`config.mk`:
```
export PLATFORM = sky130hd
export DESIGN_NAME = boot_reset
export DESIGN_NICKNAME = d
export VERILOG_FILES = /design/src/boot_reset.sv
export SDC_FILE = /design/constraint.sdc
export NUM_CORES = 1
export LEC_CHECK = 0
export ABC_CLOCK_PERIOD_IN_PS = 1300
export BUFFER_PORTS_ARGS = -buffer_cell sky130_fd_sc_hd__buf_2
export CORE_AREA = 2 2 39 41
export CTS_CLUSTER_SIZE = 30
export DETAILED_ROUTE_END_ITERATION = 10
export DIE_AREA = 0 0 41 43
export PLACE_DENSITY = 0.42
export SETUP_SLACK_MARGIN = 0.1
export SLEW_MARGIN = 30
export SYNTH_ARGS = -nofsm -noshare
export SYNTH_HDL_FRONTEND = slang
export SYNTH_SLANG_ARGS = --single-unit
```
`constraint.sdc`:
```
create_clock -name clk -period 1.3 [get_ports clk]
set_input_delay 0.325 -clock clk [delete_from_list [all_inputs] [get_ports clk]]
set_output_delay 0.325 -clock clk [all_outputs]
set_load 0.1 [all_outputs]
```
`src/boot_reset.sv`:
```
// Holds the core in reset for RESET_HOLD_CYCLES after resetn or a reboot pulse; needs RESET_HOLD_CYCLES > 0
module boot_reset #(
  parameter int RESET_HOLD_CYCLES = 20
) (
  input  logic clk,
  input  logic resetn,
  input  logic reboot_req_i,
  output logic core_resetn_o
);

  localparam int CNT_W = $clog2(RESET_HOLD_CYCLES + 1);
  localparam logic [CNT_W-1:0] HOLD = CNT_W'(RESET_HOLD_CYCLES);

  logic [CNT_W-1:0] cnt_q;
  logic             released;

  assign released = (cnt_q == HOLD);

  // Counter saturates at HOLD and restarts from zero on either reset source
  always_ff @(posedge clk) begin
    if (!resetn) begin
      cnt_q <= '0;
    end else if (reboot_req_i) begin
      cnt_q <= '0;
    end else if (!released) begin
      cnt_q <= cnt_q + 1'b1;
    end
  end

  // The core leaves reset in the cycle the count reaches HOLD
  assign core_resetn_o = released;

endmodule

```
==> results.yml <==
synthesis:
  synth_top_area_cell: "dfxtp_1"
  synth_top_area_share_pct: 38.1
  ys_async_sr_fraction_pct: 0
  synth_edf_count: 0
  ys_ff_latch: 5
  syn_area_um2: 263
  yosysUniqueCellTypes: 15
  yosys_warnings: 0
  yosysMostFrequentCell: "dfxtp_1"
  synthCells: 26
  syn_nets: 31
  synth_common_cells: "dfxtp_1, nor2_1"
  seq_area_frac_synth_pct: 38.1
  synthFlopType: "dfxtp_1"
  syn_avg_cell_area_um2: 10.1
  synth_area_leaders: "dfxtp_1, ha_1, nand4b_4"
detailed_routing:
  detail_route.wl_per_cell_um: 9.56
  drt_first_iter_violations: 0
  routed_via_density: 3.96
  ant_nets: 0
  first_pass_iters: 1
  vias: 226
  wl_um: 545
  drc_errors: 0
sta:
  holdWs_ps: 466
  setup_ws_ps: -163
  hold_violations: 0
  min_period_ps: 1460
  fmax_mhz: 683
  finalMaxSlewViolations: 0
  worst_slew_pin_slew_ps: 257
  setup-violations-final: 3
  relSlewSlack_pct: 82.9
  post-route-period-util_pct: 113
  finClkSkew_ps: 3.54
  rsz0062_at_grt: "yes"
clock_network:
  cts_tree: "done"
  clock_sinks: 5
  insertion_delay_ps: 240
  clockBufferDepth: 2
  cts-htree-levels: 1
  clk_pin_slew_ps: 40
  cts-root-buf: "clkbuf_4"
  cts_hold_buf: 0
  numCtsBuffers: 3
global_routing:
  grt_overflow_total: 0
  grt_use_total_pct: 7.95
  grt_pass1_wl_um: 897
  first_global_vias: 249
  grt_max_degree: 6
  antenna_found_initial: 0
worst_setup_path:
  worstPathRequired_ps: 980
  arrival_ps: 1140
  slowest_stage: "dfxtp_2"
  crit_chain: "inv_2, ha_4, nand4b_4, clkinv_8, buf_12"
  end_kind: "output pin"
  worstSetupPathType: "reg2out"
  path_max_fanout: 2
  start_kind: "flip-flop"
  slowest_delay_ps: 310
die:
  die_y_um: 43
  num_rows: 14
  pin_count: 4
  start_util_pct: 19.0
  die-area_mm2: 0.00176
  core-area_mm2: 0.00138
  die_w_um: 41
status:
  violations: "negative setup slack"
  outcome: "finished with violations"
flow_run:
  drv_cap: 0
power_and_ir_drop:
  total_power_uw: 371
  leakage_uw: 0.000177
  power.density_mw_per_mm2: 862
  ir_worst_vdd_v: 0.000264
placement:
  gp_congestion: 0.708
  port_buffers: 3
  place.detailed.hpwl_um: 389
  placed_cells: 49
  place_ws_ps: 27.9
cells_and_area:
  reg.largest.list: "cnt_q: 5 flops"
  area_growth_pct: 63.8
  largest_reg_flops: 5
  diodes: 0
  largest_register: "cnt_q"
  nets: 47
  fin_cells: 57
  layout-drive-gt1-share_pct: 65.9
min_path:
  hp-class: "in2reg"
## area by class of cell
type	instances	area (µm²)
sequential	5	103
inverter	3	23.8
fill	151	953
clock buffer	4	26.3
multi-input combinational	18	164
tap	16	20.0
timing repair buffer	11	93.8
## logic make-up after synthesis
logic type	after synthesis	synth area share, %
AO/OA/AOI/OAI	2	5.24
XOR/XNOR	3	10.0
adder cells (fa/ha/maj)	2	9.52
buffers and inverters	3	6.19
flip-flops	5	38.1
AND/OR/NAND/NOR	11	31.0
## critical path, delay by kind of cell (launching register included)
kind | cells | cell delay [ps]
flops | 1 | 310
simple gates | 1 | 150
fa+ha+maj | 1 | 130
buf+inv | 3 | 310
## per-layer routing
layer,wire (µm),global-route usage (%)
met1,226,8.09
met2,312,11.3
met3,6,1.57
met4,0,10.0
met5,0,0
## cell usage in the layout, fill, tap and decap left out
cell type,synthesis,routed
buf_4,0,7
clkbuf_4,0,3
dfxtp_1,5,3
inv_2,0,2
nor2_2,0,2
nor3_2,2,2
nand3_1,2,2
xor2_1,2,2
dfxtp_2,0,2
buf_2,0,2
nand4b_4,1,1
clkinv_8,0,1
nand2_2,1,1
nand2_1,1,1
nand2b_1,1,1
a21oi_2,1,1
nor2_1,3,1
xnor2_1,1,1
a21oi_1,1,1
ha_4,0,1
ha_1,2,1
clkbuf_1,0,1
buf_12,0,1
buf_6,0,1
## report_power, final
group	leakage (µW)	internal (µW)	total, µW	switching [µW]
sequential	0.0000414	158	160	2.03
clock	0.0000150	116	179	62.8
combinational	0.000121	16.9	32.6	15.6
## path summary, 6_finish.rpt
check,start,to,slack [ps],depth (start not counted)
min,resetn,cnt_q[1],470,3
max,cnt_q[0],core_resetn_o,-160,5
max reg2reg,cnt_q[0],cnt_q[0],-30,8
min reg2reg,cnt_q[4],cnt_q[4],580,2
## through the flow
step | cell area (µm²) | util, % | TNS, ps
floorplan | 275 | - | 0
global placement | 355 | 25.7 | 0
detailed placement | 355 | 25.7 | 0
CTS | 409 | 29.6 | -192
global route | 430 | 31.1 | -405
finish | 430 | 31.1 | -219
## repair_timing
action,4_1_cts,5_1_grt
endpoints found under the setup margin,1,3
cloned,0,0
pin swaps,1,2
gates resized for setup,4,2
buffers inserted,2,2
No activity file was read; power rests on OpenSTA's default activity.
