File: src/soc_bus_pkg.sv
// Addresses are byte addresses and the I/O window is fixed, so only BRAM size is set by parameter
package soc_bus_pkg;

  typedef logic [31:0] addr_t;
  typedef logic [31:0] data_t;
  typedef logic [3:0]  wstrb_t;

  // Request from the bus master, held stable while valid is high
  typedef struct packed {
    logic   valid;
    logic   is_instr;
    addr_t  addr;
    data_t  wdata;
    wstrb_t wstrb;
  } bus_req_t;

  // Response from a target, ready is a single cycle pulse
  typedef struct packed {
    logic  ready;
    logic  fault;
    data_t rdata;
  } bus_rsp_t;

  typedef enum logic [1:0] {
    IDLE,
    START,
    DATA,
    STOP
  } uart_state_e;

  // The I/O window includes its upper bound
  localparam addr_t IO_BASE  = 32'h1000_0000;
  localparam addr_t IO_LIMIT = 32'h1200_0000;

  localparam addr_t UART_TX_ADDR  = 32'h1000_0000;
  localparam addr_t UART_LSR_ADDR = 32'h1000_0005;

  localparam addr_t DIV_ADDR      = 32'h1000_0010;
  localparam addr_t CPU_FREQ_ADDR = 32'h1000_0014;
  localparam addr_t MEM_SIZE_ADDR = 32'h1000_0018;
  localparam addr_t REBOOT_ADDR   = 32'h1100_0000;

  localparam logic [15:0] REBOOT_MAGIC = 16'h7777;

  // LSR byte sits in bits 15:8 of the read word, bits 5 and 6 flag an idle transmitter
  localparam data_t LSR_TX_IDLE_BITS = 32'h0000_6000;

endpackage

File: src/sysreg_block.sv
// System registers answer every I/O access routed here; only DIV is writable and unknown addresses read 0
module sysreg_block #(
  parameter logic [31:0] SYSTEM_CLK_HZ  = 32'd25_000_000,
  parameter int unsigned MEM_SIZE_BYTES = 8 * 1024 * 1024
) (
  input  logic                  clk,
  input  logic                  resetn,
  input  logic                  sel_i,
  input  soc_bus_pkg::bus_req_t req_i,
  output soc_bus_pkg::bus_rsp_t rsp_o,
  output logic [15:0]           div_value_o,
  output logic                  reboot_req_o
);
  import soc_bus_pkg::*;

  data_t div_q;
  data_t rdata_q;
  data_t rdata_next;
  logic  ready_q;
  logic  reboot_q;
  logic  is_write;
  logic  reboot_hit;

  assign is_write   = |req_i.wstrb;
  assign reboot_hit = sel_i && is_write && (req_i.addr == REBOOT_ADDR) &&
                      (req_i.wdata[15:0] == REBOOT_MAGIC);

  always_comb begin
    case (req_i.addr)
      DIV_ADDR:      rdata_next = div_q;
      CPU_FREQ_ADDR: rdata_next = data_t'(SYSTEM_CLK_HZ);
      MEM_SIZE_ADDR: rdata_next = data_t'(MEM_SIZE_BYTES);
      default:       rdata_next = '0;
    endcase
  end

  always_ff @(posedge clk) begin
    if (!resetn) begin
      div_q    <= '0;
      ready_q  <= 1'b0;
      reboot_q <= 1'b0;
    end else begin
      ready_q  <= sel_i;
      reboot_q <= reboot_hit;
      if (sel_i && is_write && (req_i.addr == DIV_ADDR)) begin
        div_q <= req_i.wdata;
      end
    end
  end

  // Read data is captured on every access and only looked at while ready
  always_ff @(posedge clk) begin
    if (sel_i) begin
      rdata_q <= rdata_next;
    end
  end

  assign rsp_o        = '{ready: ready_q, fault: 1'b0, rdata: rdata_q};
  assign div_value_o  = div_q[15:0];
  assign reboot_req_o = reboot_q;

endmodule

File: config.mk
export PLATFORM = sky130hd
export DESIGN_NAME = sysreg_block
export DESIGN_NICKNAME = d
export VERILOG_FILES = /design/src/soc_bus_pkg.sv /design/src/sysreg_block.sv
export SDC_FILE = /design/constraint.sdc
export NUM_CORES = 1
export LEC_CHECK = 0
export BUFFER_PORTS_ARGS = -buffer_cell sky130_fd_sc_hd__buf_2
export CELL_PAD_IN_SITES_DETAIL_PLACEMENT = 0
export CELL_PAD_IN_SITES_GLOBAL_PLACEMENT = 1
export CORE_MARGIN = 4
export CORE_UTILIZATION = 25
export DETAILED_ROUTE_END_ITERATION = 10
export PLACE_DENSITY_LB_ADDON = 0.1
export RECOVER_POWER = 25
export SLEW_MARGIN = 25
export SYNTH_ARGS = -nofsm -noshare
export SYNTH_HDL_FRONTEND = slang
export SYNTH_SLANG_ARGS = --single-unit
export TNS_END_PERCENT = 20
File: constraint.sdc
create_clock -name clk -period 1.81 [get_ports clk]
set_input_delay 0.0905 -clock clk [delete_from_list [all_inputs] [get_ports clk]]
set_output_delay 0.0905 -clock clk [all_outputs]
set_load 0.1 [all_outputs]
==> impl_metrics.ini <==
[run_status]
status = finished clean

[timing]
slew_headroom_pct = 38.19
max_slew.worst_pin.slew_ps = 927.1
rsz0062_at_grt = false
fmax_ghz = 0.7195
final_hold_viol_count = 0
setup-tns-final_ps = 0
min_period_ps = 1390
clock-skew-final_ps = 5.586
fin_ws_ps = 420.1
finalCritPeriodShare_pct = 76.79
finalSetupViolCount = 0
drv_slew = 0

[power_and_ir_drop]
comb_power_share_pct = 14.1
p_int_mw = 2.657
switchingPower_mw = 0.9997
ir_worst_vdd_uv = 350.0
leakagePower_nw = 1.554
swShare_pct = 27.34
pwr-share-clk_pct = 41.8
power_density_mw_per_mm2 = 944.6
pwr-share-seq_pct = 44.1

[critical_path]
end_kind = register
worstSetupStartpointType = primary input
cp-startpoint = req_i[54]
crit_fanout = 12
path_class = primary input to register
crit_path_end = rdata_q[24]$_DFFE_PP_
cp.arrival_ps = 1570
r2r_setup_slack_ps = 1020
rr_endpoint = rdata_q[23]$_DFFE_PP_
r2r-start = div_q[23]$_SDFFE_PN0P_
reg2reg_depth = 2
required_ps = 1990

[floorplan]
start_util_pct = 25.61
core_area_sq_mm = 0.01142
ios = 124
core.rowCount = 39
die-area_sq_mm = 0.01349
fp.dieW_um = 116.2
die-height_um = 116.2

[layout]
layout_commonest_cell = buf_2
area_growth_pct = 32.39
antenna_cells = 0
layout.nets = 451
drive_gt1_share_pct = 39.53
mostFrequentLayoutCells = buf_2 (115), nand2_1 (65), dfxtp_1 (34)

[cts]
clk_pin_slew_ps = 50
clk_latency_ps = 320
cts.path.max_buffers = 2
cts_made_buffers = 9
htreeDepth = 3
clock-sinks = 66
cts_resized = 0
cts_tree = done
cts_setup_buffers = 0
clockRootBuffer = clkbuf_16

[route]
wl_mm = 7.551
via_per_inst = 4.225
antenna_left = 0
dr.pass1.iters = 4
wire_per_inst_um = 14.38
vias = 2218
remaining_drc_errors = 0
drt-initial-drc-count = 98

[grt]
grt_pass1_wl_mm = 11.63
antenna_found_initial = 1
grt-ovfl-total = 0
grt.total_usage_pct = 11.66
grt_max_degree = 67
first_global_vias = 2246

[logic_synthesis]
avgSynthCellArea_sq_um = 10.91
ys_seq_area_share_pct = 56.14
ys_warn_count = 0
netlist_area_sq_mm = 0.002924
synth_ff_type = dfxtp_1
postSynthCellCount = 268
synth-seq-cells = 66
synth_cell_types = 26
synth_edf_count = 32
synth-async-reset-ratio_pct = 0
synth_nets = 341

[hold_path]
hold_path_startpoint = req_i[31]
hp-class = primary input to register

[placed_design]
dp_slack_ps = 69.74
port_buffers = 120
hpwl_mm = 5.333
place.gp.congestion = 0.6553

[job]
maxCapViolCount = 0
## state kept, by name (all words and copies together), names as in the netlist
name and count:
rdata_q 32, reboot_req_o 1, div_q 32, ready_q 1
## cells in the mapped netlist, drive strengths merged, types with 2 or more instances
library cell,instances,area [sq um]
nand3,3,20.02
clkbuf,10,37.54
nor2,13,48.80
nand2,65,244.0
mux2i,32,320.3
and2,20,125.1
dfxtp,34,680.7
nor4,9,132.6
nor3,2,10.01
buf,22,180.2
nand4b,3,26.28
edfxtp,32,960.9
a21oi,12,60.06
or4,3,22.52
## critical path: stages
cell and delay [ps]:
buf_2 100, nor4_2 290, nand4_2 240, or3_2 560, buf_12 170, nor2_1 110
## logic make-up (layout without fill, tap and decap cells)
| kind of cell | after synthesis | count (layout) | synth area share [%] |
|---|---|---|---|
| flip-flops | 66 | 66 | 56.14 |
| buffers and inverters | 33 | 147 | 7.574 |
| AND/OR/NAND/NOR | 123 | 123 | 22.98 |
| multiplexers | 32 | 32 | 10.95 |
| AO/OA/AOI/OAI | 13 | 13 | 2.225 |
| other | 1 | 1 | 0.1282 |
## through the flow
| stage | cell area (sq um) | utilization [%] | std cells | hold slack [ps] | power (mW) |
|---|---|---|---|---|---|
| global placement | 3597 | 31.50 | 508 | 343.2 | 2.160 |
| CTS | 3875 | 33.94 | 525 | 0.8547 | 3.732 |
| finish | 3871 | 33.90 | 525 | 13.19 | 3.657 |
| floorplan | 2924 | - | 268 | 203.0 | 2.000 |
| global route | 3871 | 33.90 | 525 | 17.15 | 3.820 |
| detailed placement | 3597 | 31.50 | 508 | 346.4 | 2.163 |
## area by class of cell
cell class / instances / area (sq um)
timing repair buffer: 131 / 721.9
sequential: 66 / 1642
clock inverter: 2 / 7.507
inverter: 1 / 3.754
clock buffer: 13 / 250.2
tap: 143 / 178.9
fill: 1218 / 7547
multi-input combinational: 169 / 1067
## power groups by stage
stage | logic [mW] | clock network [mW] | registers (mW)
floorplan | 0.0773 | 0 | 1.92
global placement | 0.519 | 0 | 1.64
detailed placement | 0.521 | 0 | 1.64
CTS | 0.525 | 1.60 | 1.61
global route | 0.544 | 1.66 | 1.61
finish | 0.516 | 1.53 | 1.61
## worst min-delay path by stage
stage / endpoint / cells after the start
after floorplan: rdata_q[0]$_DFFE_PP_ / 0
after global placement: div_q[29]$_SDFFE_PN0P_ / 3
after detailed placement: div_q[29]$_SDFFE_PN0P_ / 3
after CTS: div_q[27]$_SDFFE_PN0P_ / 3
after global routing: div_q[2]$_SDFFE_PN0P_ / 3
final: div_q[27]$_SDFFE_PN0P_ / 3
## timing repair
| item | CTS | global route |
|---|---|---|
| setup endpoints to repair | 0 | 0 |
| hold endpoints to repair | 2 | 0 |
| hold buffers | 2 | 0 |
## metal layers
layer	wire length [um]	global-route usage [%]	vias up
li1	-	-	1115
met1	3284	14.41	1002
met2	3443	17.80	85
met3	635	4.041	14
met4	175	6.497	2
met5	12	0	-
Power figures use the tool's default switching activity.
