### src/soc_bus_pkg.sv
// Addresses are byte addresses and the I/O window is fixed, so only BRAM size is set by parameter
package soc_bus_pkg;

  typedef logic [31:0] addr_t;
  typedef logic [31:0] data_t;
  typedef logic [3:0]  wstrb_t;

  // Request from the bus master, held stable while valid is high
  typedef struct packed {
    logic   valid;
    logic   is_instr;
    addr_t  addr;
    data_t  wdata;
    wstrb_t wstrb;
  } bus_req_t;

  // Response from a target, ready is a single cycle pulse
  typedef struct packed {
    logic  ready;
    logic  fault;
    data_t rdata;
  } bus_rsp_t;

  typedef enum logic [1:0] {
    IDLE,
    START,
    DATA,
    STOP
  } uart_state_e;

  // The I/O window includes its upper bound
  localparam addr_t IO_BASE  = 32'h1000_0000;
  localparam addr_t IO_LIMIT = 32'h1200_0000;

  localparam addr_t UART_TX_ADDR  = 32'h1000_0000;
  localparam addr_t UART_LSR_ADDR = 32'h1000_0005;

  localparam addr_t DIV_ADDR      = 32'h1000_0010;
  localparam addr_t CPU_FREQ_ADDR = 32'h1000_0014;
  localparam addr_t MEM_SIZE_ADDR = 32'h1000_0018;
  localparam addr_t REBOOT_ADDR   = 32'h1100_0000;

  localparam logic [15:0] REBOOT_MAGIC = 16'h7777;

  // LSR byte sits in bits 15:8 of the read word, bits 5 and 6 flag an idle transmitter
  localparam data_t LSR_TX_IDLE_BITS = 32'h0000_6000;

endpackage

### src/uart_tx.sv
// 8N1 transmitter with no FIFO; a TX write while a frame is in progress is acknowledged and dropped
module uart_tx (
  input  logic                  clk,
  input  logic                  resetn,
  input  logic                  sel_i,
  input  soc_bus_pkg::bus_req_t req_i,
  output soc_bus_pkg::bus_rsp_t rsp_o,
  input  logic [15:0]           div_value_i,
  output logic                  tx_o
);
  import soc_bus_pkg::*;

  uart_state_e state_q;
  logic [15:0] timer_q;
  logic [2:0]  bit_cnt_q;
  logic [7:0]  shift_q;
  logic        tx_q;
  logic        ready_q;
  data_t       rdata_q;
  logic        is_write;
  logic        tx_accept;
  logic        bit_done;

  assign is_write  = |req_i.wstrb;
  assign tx_accept = sel_i && is_write && (req_i.addr == UART_TX_ADDR) && (state_q == IDLE);
  assign bit_done  = (timer_q == '0);

  // Each bit lasts div_value_i + 1 clocks, the timer reloads at every bit edge
  always_ff @(posedge clk) begin
    if (!resetn) begin
      state_q   <= IDLE;
      timer_q   <= '0;
      bit_cnt_q <= '0;
      tx_q      <= 1'b1;
    end else begin
      case (state_q)
        IDLE: begin
          if (tx_accept) begin
            state_q <= START;
            timer_q <= div_value_i;
            tx_q    <= 1'b0;
          end
        end
        START, DATA, STOP: begin
          if (!bit_done) begin
            timer_q <= timer_q - 1'b1;
          end else begin
            timer_q <= div_value_i;
            if (state_q == START) begin
              state_q   <= DATA;
              bit_cnt_q <= '0;
              tx_q      <= shift_q[0];
            end else if (state_q == DATA && bit_cnt_q != 3'd7) begin
              bit_cnt_q <= bit_cnt_q + 1'b1;
              tx_q      <= shift_q[1];
            end else if (state_q == DATA) begin
              state_q <= STOP;
              tx_q    <= 1'b1;
            end else begin
              state_q <= IDLE;
            end
          end
        end
        default: state_q <= IDLE;
      endcase
    end
  end

  // Shifter loads on accept and moves LSB first as each data bit completes
  always_ff @(posedge clk) begin
    if (tx_accept) begin
      shift_q <= req_i.wdata[7:0];
    end else if (state_q == DATA && bit_done) begin
      shift_q <= shift_q >> 1;
    end
  end

  always_ff @(posedge clk) begin
    if (!resetn) begin
      ready_q <= 1'b0;
    end else begin
      ready_q <= sel_i;
    end
  end

  always_ff @(posedge clk) begin
    if (sel_i) begin
      rdata_q <= (!is_write && req_i.addr == UART_LSR_ADDR && state_q == IDLE) ?
                 LSR_TX_IDLE_BITS : '0;
    end
  end

  assign rsp_o = '{ready: ready_q, fault: 1'b0, rdata: rdata_q};
  assign tx_o  = tx_q;

  a_idle_line_high: assert property (@(posedge clk) disable iff (!resetn)
    (state_q == IDLE) |-> tx_o)
    else $error("uart line low while idle");

endmodule

### config.mk
export PLATFORM = sky130hd
export DESIGN_NAME = uart_tx
export DESIGN_NICKNAME = d
export VERILOG_FILES = /design/src/soc_bus_pkg.sv /design/src/uart_tx.sv
export SDC_FILE = /design/constraint.sdc
export NUM_CORES = 1
export LEC_CHECK = 0
export BUFFER_PORTS_ARGS = -buffer_cell sky130_fd_sc_hd__buf_2
export CAP_MARGIN = 10
export CELL_PAD_IN_SITES_DETAIL_PLACEMENT = 2
export CELL_PAD_IN_SITES_GLOBAL_PLACEMENT = 2
export CORE_UTILIZATION = 25
export CTS_CLUSTER_DIAMETER = 80
export DETAILED_ROUTE_END_ITERATION = 10
export GPL_TIMING_DRIVEN = 0
export MAX_ROUTING_LAYER = met4
export PLACE_DENSITY = 0.83
export RECOVER_POWER = 50
export SYNTH_ARGS = -nofsm -noshare
export SYNTH_HDL_FRONTEND = slang
export SYNTH_SLANG_ARGS = --single-unit
### constraint.sdc
create_clock -name clk -period 2.9 [get_ports clk]
set_input_delay 0.145 -clock clk [delete_from_list [all_inputs] [get_ports clk]]
set_output_delay 0.145 -clock clk [all_outputs]
set_load 0.05 [all_outputs]
==> impl_metrics.tcl <==
set metrics [dict create \
    place_congestion 0.780 \
    pre_cts_slack_ps 319 \
    dpl.hpwl_mm 5.44 \
    finalNonFillerCells 468 \
    ir_drop_v 0.000140 \
    ys_ff_latch 32 \
    synth_top_area_share_pct 21.2 \
    critPathRequiredTime_ps 3120 \
    rsz0062_at_grt "false" \
    fin_crit_ps 2580 \
    grt_use_total_pct 16.4 \
    p_per_area_mw_per_mm2 355 \
    die_area_mm2 0.00906 \
    ant_nets 0 \
    diodes 0 \
    finalNetCount 460 \
    outcome "completed" \
    crit_type "reg2reg" \
    cts_made_buffers 5 \
    crit_arrival_ps 2800 \
    setup_ws_ps 321 \
    die_h_um 95.2 \
    setup_tns_ps 0 \
    final_max_slew_viol_count 0 \
    drt-total-wl_mm 6.91 \
    grt_overflow 0 \
    r2r-end "timer_q[7]" \
    period_share_pct 88.9 \
    startpoint "timer_q[0]" \
    layout_common_cells "60 x buf_2, 33 x buf_4, 31 x conb_1" \
    hp-class "in2reg" \
    hold_viol_final 0 \
    avgViaCountPerCell 4.76 \
    critPathMaxFanout 10 \
    synth-edff-count 9 \
    drt_first_pass_iters 4 \
    fillers 991 \
    cts_tree "yes" \
    synthTopCellsByArea "dfxtp_1 21%, edfxtp_1 12%, buf_4 11%, a21oi_1 6.5%, ha_1 5.2%" \
    antenna_found_initial 0 \
    synth.avg_cell_area_um2 8.38 \
    p_leak_nw 1.17 \
    postCtsHoldBufs 0 \
    tightest_slew_ps 815 \
    initial_core_util_pct 26.2 \
    crit_end "timer_q[7]" \
    r2r_setup_slack_ps 320 \
    synth_cell_types 45 \
    synth_seq_area_share_pct 33.7 \
    grt_pass1_wl_mm 11.1 \
    finClkSkew_ps 12.7 \
    syn_inst 259 \
    grt_pass1_vias 2361 \
    yosys.area.top_type "dfxtp_1" \
    routedWlPerCell_um 14.8 \
    cts_max_level 2 \
    start_kind "flip-flop" \
    yosysWarnings 0 \
    r2r.worst_path.cells 8 \
    syn-cell-area_mm2 0.00217 \
    fp.dieW_um 95.2 \
    core_mm2 0.00830 \
    setup_viol_count_final 0 \
    post_cts_buffers 0 \
    cts.clk_slew.worst_paths_ps 80 \
    drc 0 \
    cts.sinks 32 \
    critPathCaptureType "flip-flop" \
    maxCapViolations 0 \
    slew_headroom_pct 45.0 \
    rows 33 \
    grt_max_degree 11 \
    drive_gt1_share_pct 31.1 \
    rr_startpoint "timer_q[0]" \
    clk_path_buf_depth 2 \
    io_pins 124 \
    insertion_delay_ps 300 \
    area_growth_pct 29.8 \
    cts_resized 0 \
    fmaxAchievable_ghz 0.388 \
    via_count 2227 \
    fin_util_pct 34.0 \
    port_buffers 66 \
    root_buffer "clkbuf_8" \
    final_common_cell "buf_2" \
    dp_cells 460 \
    synth_ff_type "dfxtp_1" \
    drtIter0Drc 70 \
    async_flop_share_pct 0 \
]
[registers in the layout, indices dropped and copies added, names as in the netlist]
signal	cells
rdata_q	1
shift_q	8
state_q	2
bit_cnt_q	3
tx_o	1
ready_q	1
timer_q	16
[cells in the mapped netlist (all sizes together), types with 2 or more instances]
library cell,n
nand3,9
ha,9
nor2,17
buf,34
nand4,3
or3,3
and2,2
nand2,17
or4b,3
o31ai,2
nand3b,5
nand2b,3
nor4,12
nor3,7
a21oi,28
inv,11
o21ai,13
clkbuf,9
a21o,12
edfxtp,9
mux2,7
a211oi,3
dfxtp,23
nor4b,2
[worst min-delay path by stage]
stage / from / cells past startpoint / slack [ps] / endpoint
3_3_place_gp: sel_i / 1 / 370 / rdata_q[13]
3_5_place_dp: sel_i / 1 / 370 / rdata_q[13]
5_1_grt: sel_i / 1 / 120 / rdata_q[13]
6_report: sel_i / 1 / 110 / rdata_q[13]
2_1_floorplan: resetn / 1 / 240 / tx_o
4_1_cts: sel_i / 1 / 60 / rdata_q[13]
[final cells by class]
class	count	area [um2]	area share, %
multi-input cells	203	1220	43.2
clock inverters	3	13.8	0.488
inverters	11	41.3	1.47
flip-flops and latches	32	731	25.9
clock buffers	5	68.8	2.44
well taps	105	131	4.66
plain buffers	43	293	10.4
repair buffers	66	323	11.5
[where the power goes]
| part | internal (W) | switching, W | leakage (nW) |
|---|---|---|---|
| clock network | 0.000163 | 0.000184 | 0.0453 |
| logic | 0.0000655 | 0.000128 | 0.885 |
| registers | 0.000458 | 0.000000577 | 0.241 |
| total | 0.000687 | 0.000313 | 1.17 |
[kinds of logic after synthesis]
logic type	count (synthesis)	share of synthesized area, %
AO/OA/AOI/OAI	67	18.7
adder cells (fa/ha/maj)	9	5.19
buffers and inverters	54	15.4
flip-flops	32	33.7
multiplexers	8	4.09
other	1	0.173
AND/OR/NAND/NOR	88	22.8
[critical path, stage by stage, from the launching register on]
cell and delay [ps]:
dfxtp_1 400, inv_1 90, ha_1 210, nor4b_1 170, a41oi_1 690, clkbuf_1 480, nand3b_1 140, a21o_1 200
a21oi_1 130
[metal layers]
metal,GRT usage (%),part of all wire [%]
met2,30.8,51
met5,-,0
met1,17.4,42
met4,4.17,0.65
met3,3.51,7.1
[per-stage QoR]
| stage | instance area (um2) | power (W) | hold WS, ps |
|---|---|---|---|
| after floorplan | 2280 | 0.000611 | 236 |
| after global placement | 2750 | 0.000660 | 368 |
| after detailed placement | 2750 | 0.000662 | 368 |
| after CTS | 2830 | 0.00101 | 63.4 |
| after global routing | 2820 | 0.00105 | 117 |
| final | 2820 | 0.00100 | 106 |
Note: power is estimated with default switching activity, not from simulation.
