[config.mk]
export PLATFORM = sky130hd
export DESIGN_NAME = mem_router
export DESIGN_NICKNAME = d
export VERILOG_FILES = /design/src/soc_bus_pkg.sv /design/src/mem_router.sv
export SDC_FILE = /design/constraint.sdc
export NUM_CORES = 1
export LEC_CHECK = 0
export ABC_CLOCK_PERIOD_IN_PS = 1950
export BUFFER_PORTS_ARGS = -buffer_cell sky130_fd_sc_hd__buf_2
export CAP_MARGIN = 5
export CORE_AREA = 2 2 81 83
export CTS_CLUSTER_DIAMETER = 30
export CTS_CLUSTER_SIZE = 24
export DETAILED_ROUTE_END_ITERATION = 6
export DIE_AREA = 0 0 83 85
export GPL_ROUTABILITY_DRIVEN = 0
export PLACE_DENSITY = 0.57
export SLEW_MARGIN = 20
export SYNTH_ARGS = -nofsm -noshare
export SYNTH_HDL_FRONTEND = slang
export SYNTH_SLANG_ARGS = --single-unit
[constraint.sdc]
create_clock -name clk -period 1.95 [get_ports clk]
set_input_delay 0.0975 -clock clk [delete_from_list [all_inputs] [get_ports clk]]
set_output_delay 0.0975 -clock clk [all_outputs]
set_load 0.005 [all_outputs]
[src/soc_bus_pkg.sv]
// Addresses are byte addresses and the I/O window is fixed, so only BRAM size is set by parameter
package soc_bus_pkg;

  typedef logic [31:0] addr_t;
  typedef logic [31:0] data_t;
  typedef logic [3:0]  wstrb_t;

  // Request from the bus master, held stable while valid is high
  typedef struct packed {
    logic   valid;
    logic   is_instr;
    addr_t  addr;
    data_t  wdata;
    wstrb_t wstrb;
  } bus_req_t;

  // Response from a target, ready is a single cycle pulse
  typedef struct packed {
    logic  ready;
    logic  fault;
    data_t rdata;
  } bus_rsp_t;

  typedef enum logic [1:0] {
    IDLE,
    START,
    DATA,
    STOP
  } uart_state_e;

  // The I/O window includes its upper bound
  localparam addr_t IO_BASE  = 32'h1000_0000;
  localparam addr_t IO_LIMIT = 32'h1200_0000;

  localparam addr_t UART_TX_ADDR  = 32'h1000_0000;
  localparam addr_t UART_LSR_ADDR = 32'h1000_0005;

  localparam addr_t DIV_ADDR      = 32'h1000_0010;
  localparam addr_t CPU_FREQ_ADDR = 32'h1000_0014;
  localparam addr_t MEM_SIZE_ADDR = 32'h1000_0018;
  localparam addr_t REBOOT_ADDR   = 32'h1100_0000;

  localparam logic [15:0] REBOOT_MAGIC = 16'h7777;

  // LSR byte sits in bits 15:8 of the read word, bits 5 and 6 flag an idle transmitter
  localparam data_t LSR_TX_IDLE_BITS = 32'h0000_6000;

endpackage

[src/mem_router.sv]
// Decodes one request at a time; the master must hold valid until ready and targets answer in one cycle
module mem_router #(
  parameter int BRAM_WORDS = 256
) (
  input  logic                  clk,
  input  logic                  resetn,
  input  soc_bus_pkg::bus_req_t bus_req_i,
  output soc_bus_pkg::bus_rsp_t bus_rsp_o,
  output logic                  bram_sel_o,
  output logic                  uart_sel_o,
  output logic                  sys_sel_o,
  input  soc_bus_pkg::bus_rsp_t bram_rsp_i,
  input  soc_bus_pkg::bus_rsp_t uart_rsp_i,
  input  soc_bus_pkg::bus_rsp_t sys_rsp_i
);
  import soc_bus_pkg::*;

  localparam addr_t BRAM_LIMIT = addr_t'(BRAM_WORDS * 4);
  localparam addr_t UART_LAST  = UART_TX_ADDR + 32'd7;

  logic is_bram;
  logic is_io;
  logic is_uart;
  logic data_ok;
  logic access_fault;
  logic rsp_pending;
  logic req_open;
  logic fault_q;

  assign is_bram = (bus_req_i.addr < BRAM_LIMIT);
  assign is_io   = (bus_req_i.addr >= IO_BASE) && (bus_req_i.addr <= IO_LIMIT);
  assign is_uart = (bus_req_i.addr >= UART_TX_ADDR) && (bus_req_i.addr <= UART_LAST);

  // Instruction fetches may only come from BRAM
  assign data_ok      = !bus_req_i.is_instr;
  assign access_fault = bus_req_i.is_instr ? !is_bram : !(is_bram || is_io);

  // A response in flight blocks the held request from being issued twice
  assign rsp_pending = bram_rsp_i.ready | uart_rsp_i.ready | sys_rsp_i.ready | fault_q;
  assign req_open    = bus_req_i.valid && !rsp_pending;

  assign bram_sel_o = req_open && is_bram;
  assign uart_sel_o = req_open && data_ok && is_uart;
  assign sys_sel_o  = req_open && data_ok && is_io && !is_uart;

  always_ff @(posedge clk) begin
    if (!resetn) begin
      fault_q <= 1'b0;
    end else begin
      fault_q <= req_open && access_fault;
    end
  end

  always_comb begin
    bus_rsp_o.ready = rsp_pending;
    bus_rsp_o.fault = fault_q | bram_rsp_i.fault | uart_rsp_i.fault | sys_rsp_i.fault;
    if (bram_rsp_i.ready) begin
      bus_rsp_o.rdata = bram_rsp_i.rdata;
    end else if (uart_rsp_i.ready) begin
      bus_rsp_o.rdata = uart_rsp_i.rdata;
    end else if (sys_rsp_i.ready) begin
      bus_rsp_o.rdata = sys_rsp_i.rdata;
    end else begin
      // faults and idle cycles carry zero data
      bus_rsp_o.rdata = '0;
    end
  end

  a_ready_onehot: assert property (@(posedge clk) disable iff (!resetn)
    $onehot0({bram_rsp_i.ready, uart_rsp_i.ready, sys_rsp_i.ready, fault_q}))
    else $error("more than one target answered");

  a_sel_onehot: assert property (@(posedge clk) disable iff (!resetn)
    $onehot0({bram_sel_o, uart_sel_o, sys_sel_o}))
    else $error("more than one target selected");

endmodule

==> results.json, run 1 <==
{
  "async_reset_ff_share_pct": 0,
  "skew_ns": 0,
  "fin_nets": 485,
  "drcViolationCount": 0,
  "clkLatencyLatePin_ns": 0,
  "synth_edf_count": 0,
  "critPathRequiredTime_ns": 1.85,
  "crit_type": "in2out",
  "area_growth_pct": 118,
  "yosysTopAreaCellShare_pct": 28.9,
  "die-area_um2": 7060,
  "postCtsHoldBufs": 0,
  "drv_slew": 0,
  "cp.arrival_ns": 1.46,
  "total_power_mw": 0.347,
  "core_um2": 6200,
  "cellLeakagePower_nw": 0.954,
  "rows": 29,
  "grt-ovfl-total": 0,
  "top_register": "fault_q",
  "multi_input_comb_area_um2": 722,
  "largest_reg_flops": 1,
  "crit_slowest_cell": "o31ai_1",
  "crit_path_start_kind": "input port",
  "ys_seq_elements": 1,
  "finalCriticalPeriod_ns": 1.56,
  "p_int_mw": 0.206,
  "hold_violations": 0,
  "reg_top3": "fault_q: 1 flops",
  "clk_pin_slew_ns": 0,
  "num-fill-cells": 719,
  "drt_iter0_markers": 49,
  "syn-cell-area_um2": 805,
  "dp_cells": 386,
  "hpwlAfterDp_mm": 3.53,
  "crit_path_max_fanout": 4,
  "yosys-top-cells-count": "nand2_1, o21ai_0, a22oi_1",
  "via_per_inst": 4.43,
  "synthCells": 145,
  "grt_max_degree": 65,
  "post-place-ws_ns": 0.398,
  "setup_violations": 0,
  "path_common_cell": "buf_2",
  "io_buffers": 174,
  "num_io_pins": 211,
  "ir_drop_mv": 0.0857,
  "drive_above_1_share_pct": 59.9,
  "first_global_vias": 1528,
  "yosysMostFrequentCell": "nand2_1",
  "fp.dieH_um": 85,
  "combPwrFrac_pct": 93.8,
  "maxCapViolCount": 0,
  "die_w_um": 83,
  "synth_warnings": 0,
  "swShare_pct": 40.7,
  "p_clk_share_pct": 0,
  "finalNonFillerCells": 386,
  "synth.largest_area_cell": "a22oi_1",
  "dr_total_vias": 1711,
  "hp-class": "in2reg",
  "setup_tns_ns": 0,
  "place_area_um2": 1750,
  "power_switching_mw": 0.141,
  "syn-num-nets": 319,
  "status": "complete, no violations",
  "antenna_found_initial": 0,
  "fin_area_um2": 1750,
  "yosysSeqAreaShare_pct": 2.49,
  "grt_first_pass_wirelength_mm": 6.60,
  "synth_flop_cell": "dfxtp_1",
  "p_seq_share_pct": 6.2,
  "end_kind": "primary output",
  "slowest_delay_ns": 0.38,
  "tightest_slew_ns": 0.522,
  "diodes": 0,
  "initial_utilization_pct": 13.0,
  "fmax_mhz": 642,
  "cts_resized": 0,
  "first_pass_iters": 4,
  "rsz0062_at_grt": "false",
  "min_period_over_period_pct": 79.9,
  "final_antenna_net_count": 0,
  "final.setup.worst_slack_ns": 0.393,
  "grt_usage_pct": 10.6,
  "synth.distinct_cells": 25,
  "maxSlewHeadroom_pct": 65.2,
  "post_drt_wl_per_cell_um": 11.0,
  "wl_mm": 4.25,
  "avgSynthCellArea_um2": 5.55,
  "seq_area_um2": 20.0,
  "synth_area_leaders": "a22oi_1, o21ai_0, nand2_1, clkbuf_1, nor4_1",
  "power.density_nw_per_um2": 198,
  "postCtsSetupBuffers": 0,
  "crit_chain": "buf_2 -> nor4_1 -> nand4_1 -> o31ai_1 -> and4bb_1 -> buf_2"
}
[kinds of logic after synthesis]
family                 count (synthesis)  synth area share (%)
AOI/OAI and AO/OA                     66                  51.3
buffers and inverters                 16                  8.09
DFF                                    1                  2.49
and+or+nand+nor                       62                  38.1
[layer usage]
layer	global-route usage, %	vias to the layer above	wire (um)
li1	-	878	-
met1	11.1	732	1580
met2	22.7	101	2240
met3	1.95	0	434
met4	0.298	0	0
met5	0	-	0
[metrics by stage]
step                util (%)  hold WS, ns
floorplan                  -        0.236
global placement        28.2        0.362
detailed placement      28.2        0.361
CTS                     28.2        0.361
global route            28.2        0.370
finish                  28.2        0.359
[power by group through the flow]
stage	clock network [mW]	registers, mW	logic (mW)
6_report	0	0.0214	0.326
5_1_grt	0	0.0215	0.367
4_1_cts	0	0.0215	0.331
3_5_place_dp	0	0.0215	0.329
3_3_place_gp	0	0.0214	0.325
2_1_floorplan	0	0.0213	0.121
[final cells by class]
type / instances / area share [%]
inverters: 1 / 0.214
multi-input cells: 128 / 41.2
repair buffers: 179 / 51.9
well taps: 77 / 5.50
flip-flops and latches: 1 / 1.14
[path summary, 6_finish.rpt]
check / start / slack (ns) / cells past startpoint / to
worst min register to register: fault_q / 0.67 / 4 / fault_q
worst max register to register: fault_q / 0.98 / 4 / fault_q
worst max-delay path: bus_req_i[59] / 0.39 / 6 / sys_sel_o
worst min-delay path: bus_req_i[69] / 0.36 / 3 / fault_q
[layout by cell type (no fill, tap or decap), drive strengths merged]
master / instances
a211oi: 1
a21oi: 1
a22oi: 31
and2: 1
and4bb: 1
buf: 179
dfxtp: 1
inv: 1
nand2: 36
nand2b: 1
nand3: 2
nand4: 1
nor2: 4
nor2b: 1
nor3: 3
nor4: 7
nor4b: 1
o21ai: 32
o31ai: 1
or3: 2
or4: 2
[critical path, delay by kind of cell]
family                 cells  cell delay [ns]
AND/OR/NAND/NOR            3             0.78
AO/OA/AOI/OAI              1             0.38
buffers and inverters      2             0.20
No activity file was read; power rests on OpenSTA's default activity.
==> run 2: changes to the inputs <==
- ABC_CLOCK_PERIOD_IN_PS: 1950 -> 1560
- CORE_AREA: 2 2 81 83 -> 2 2 82 84
- DIE_AREA: 0 0 83 85 -> 0 0 84 86
- PLACE_DENSITY: 0.57 -> 0.56
- clock period: 1.95 -> 1.56 ns (I/O delays scaled with it)
==> results.json, run 2 (synthesis results as in run 1) <==
{
  "diodes": 0,
  "drt_iter0_markers": 37,
  "setup_tns_ns": 0,
  "place_area_um2": 1770,
  "fmax_mhz": 679,
  "total_power_mw": 0.440,
  "via_per_inst": 4.45,
  "reg_top3": "fault_q: 1 flops",
  "crit_path_max_fanout": 3,
  "num-fill-cells": 723,
  "hold_violations": 0,
  "ir_drop_mv": 0.0665,
  "num_io_pins": 211,
  "drcViolationCount": 0,
  "grt_max_degree": 65,
  "first_global_vias": 1636,
  "critPathRequiredTime_ns": 1.48,
  "cts_resized": 0,
  "fin_area_um2": 1780,
  "hp-class": "in2reg",
  "top_register": "fault_q",
  "fin_nets": 487,
  "min_period_over_period_pct": 94.4,
  "clk_pin_slew_ns": 0,
  "wl_mm": 4.39,
  "io_buffers": 174,
  "rows": 29,
  "fp.dieH_um": 86,
  "grt-ovfl-total": 0,
  "crit_path_start_kind": "input port",
  "largest_reg_flops": 1,
  "final_common_cell": "buf_2",
  "first_pass_iters": 4,
  "post-route-util_pct": 28.3,
  "post-place-ws_ns": 0.105,
  "dr_total_vias": 1726,
  "setup_violations": 0,
  "core_um2": 6280,
  "final_antenna_net_count": 0,
  "maxSlewHeadroom_pct": 65.3,
  "finalCriticalPeriod_ns": 1.47,
  "hpwlAfterDp_mm": 3.76,
  "tightest_slew_ns": 0.520,
  "maxCapViolCount": 0,
  "cp.arrival_ns": 1.39,
  "initial_utilization_pct": 12.8,
  "clkLatencyLatePin_ns": 0,
  "drv_slew": 0,
  "final.setup.worst_slack_ns": 0.0879,
  "grt_first_pass_wirelength_mm": 6.92,
  "post_drt_wl_per_cell_um": 11.3,
  "regToRegSetupSlack_ns": 0.45,
  "end_kind": "primary output",
  "antenna_found_initial": 0,
  "area_growth_pct": 121,
  "status": "complete, no violations",
  "grt_usage_pct": 11.0,
  "cellLeakagePower_nw": 0.965,
  "final_cell_mix": "buf_2, nand2_1, o21ai_0, a22oi_1, buf_4",
  "postCtsSetupBuffers": 0,
  "drive_above_1_share_pct": 60.8,
  "crit_type": "in2out",
  "die-area_um2": 7220,
  "postCtsHoldBufs": 0,
  "power.density_nw_per_um2": 248,
  "skew_ns": 0,
  "die_w_um": 84
}
==> run 2: changes by cell type in the layout (fill, tap and decap cells not counted) <==
cell | previous run | this run
buf_4 | 5 | 7
nor4_1 | 6 | 5
nor4_2 | 1 | 2
o31ai_1 | 1 | 0
o31ai_2 | 0 | 1
==> run 2: worst max-delay path, cell delays in order <==
cell and delay, ns:
buf_2 0.10, nor4_1 0.28, nand4_1 0.23, nor4_2 0.34, and4bb_1 0.25, buf_2 0.13
==> run 2: cell type report <==
| cell class | count | area [um2] | share of cell area, % |
|---|---|---|---|
| Timing Repair Buffer | 181 | 923 | 52.0 |
| Multi-Input combinational cell | 128 | 733 | 41.3 |
| Inverter | 1 | 3.75 | 0.211 |
| Sequential cell | 1 | 20.0 | 1.13 |
| Tap cell | 77 | 96.3 | 5.42 |
==> run 2: report_power, final <==
group,internal [mW],switching (mW)
Clock,0,0
Sequential,0.0265,0.000191
Combinational,0.234,0.179
==> run 2: layer usage <==
metal	global-route usage, %	share of wire [%]	vias up
met3	2.12	10	2
met2	22.0	50	101
met4	0.440	0.43	0
met5	0	0	-
met1	12.6	40	740
li1	-	-	883
==> run 2: per-stage QoR <==
stage | instances | hold slack, ns
floorplan | 145 | 0.217
global placement | 388 | 0.349
detailed placement | 388 | 0.353
CTS | 388 | 0.354
global route | 388 | 0.368
finish | 388 | 0.349
==> run 2: worst paths after layout <==
check	depth (start not counted)	start	end
min	3	bus_req_i[69]	fault_q
max	6	bus_req_i[59]	sys_sel_o
max reg2reg	4	fault_q	fault_q
min reg2reg	4	fault_q	fault_q
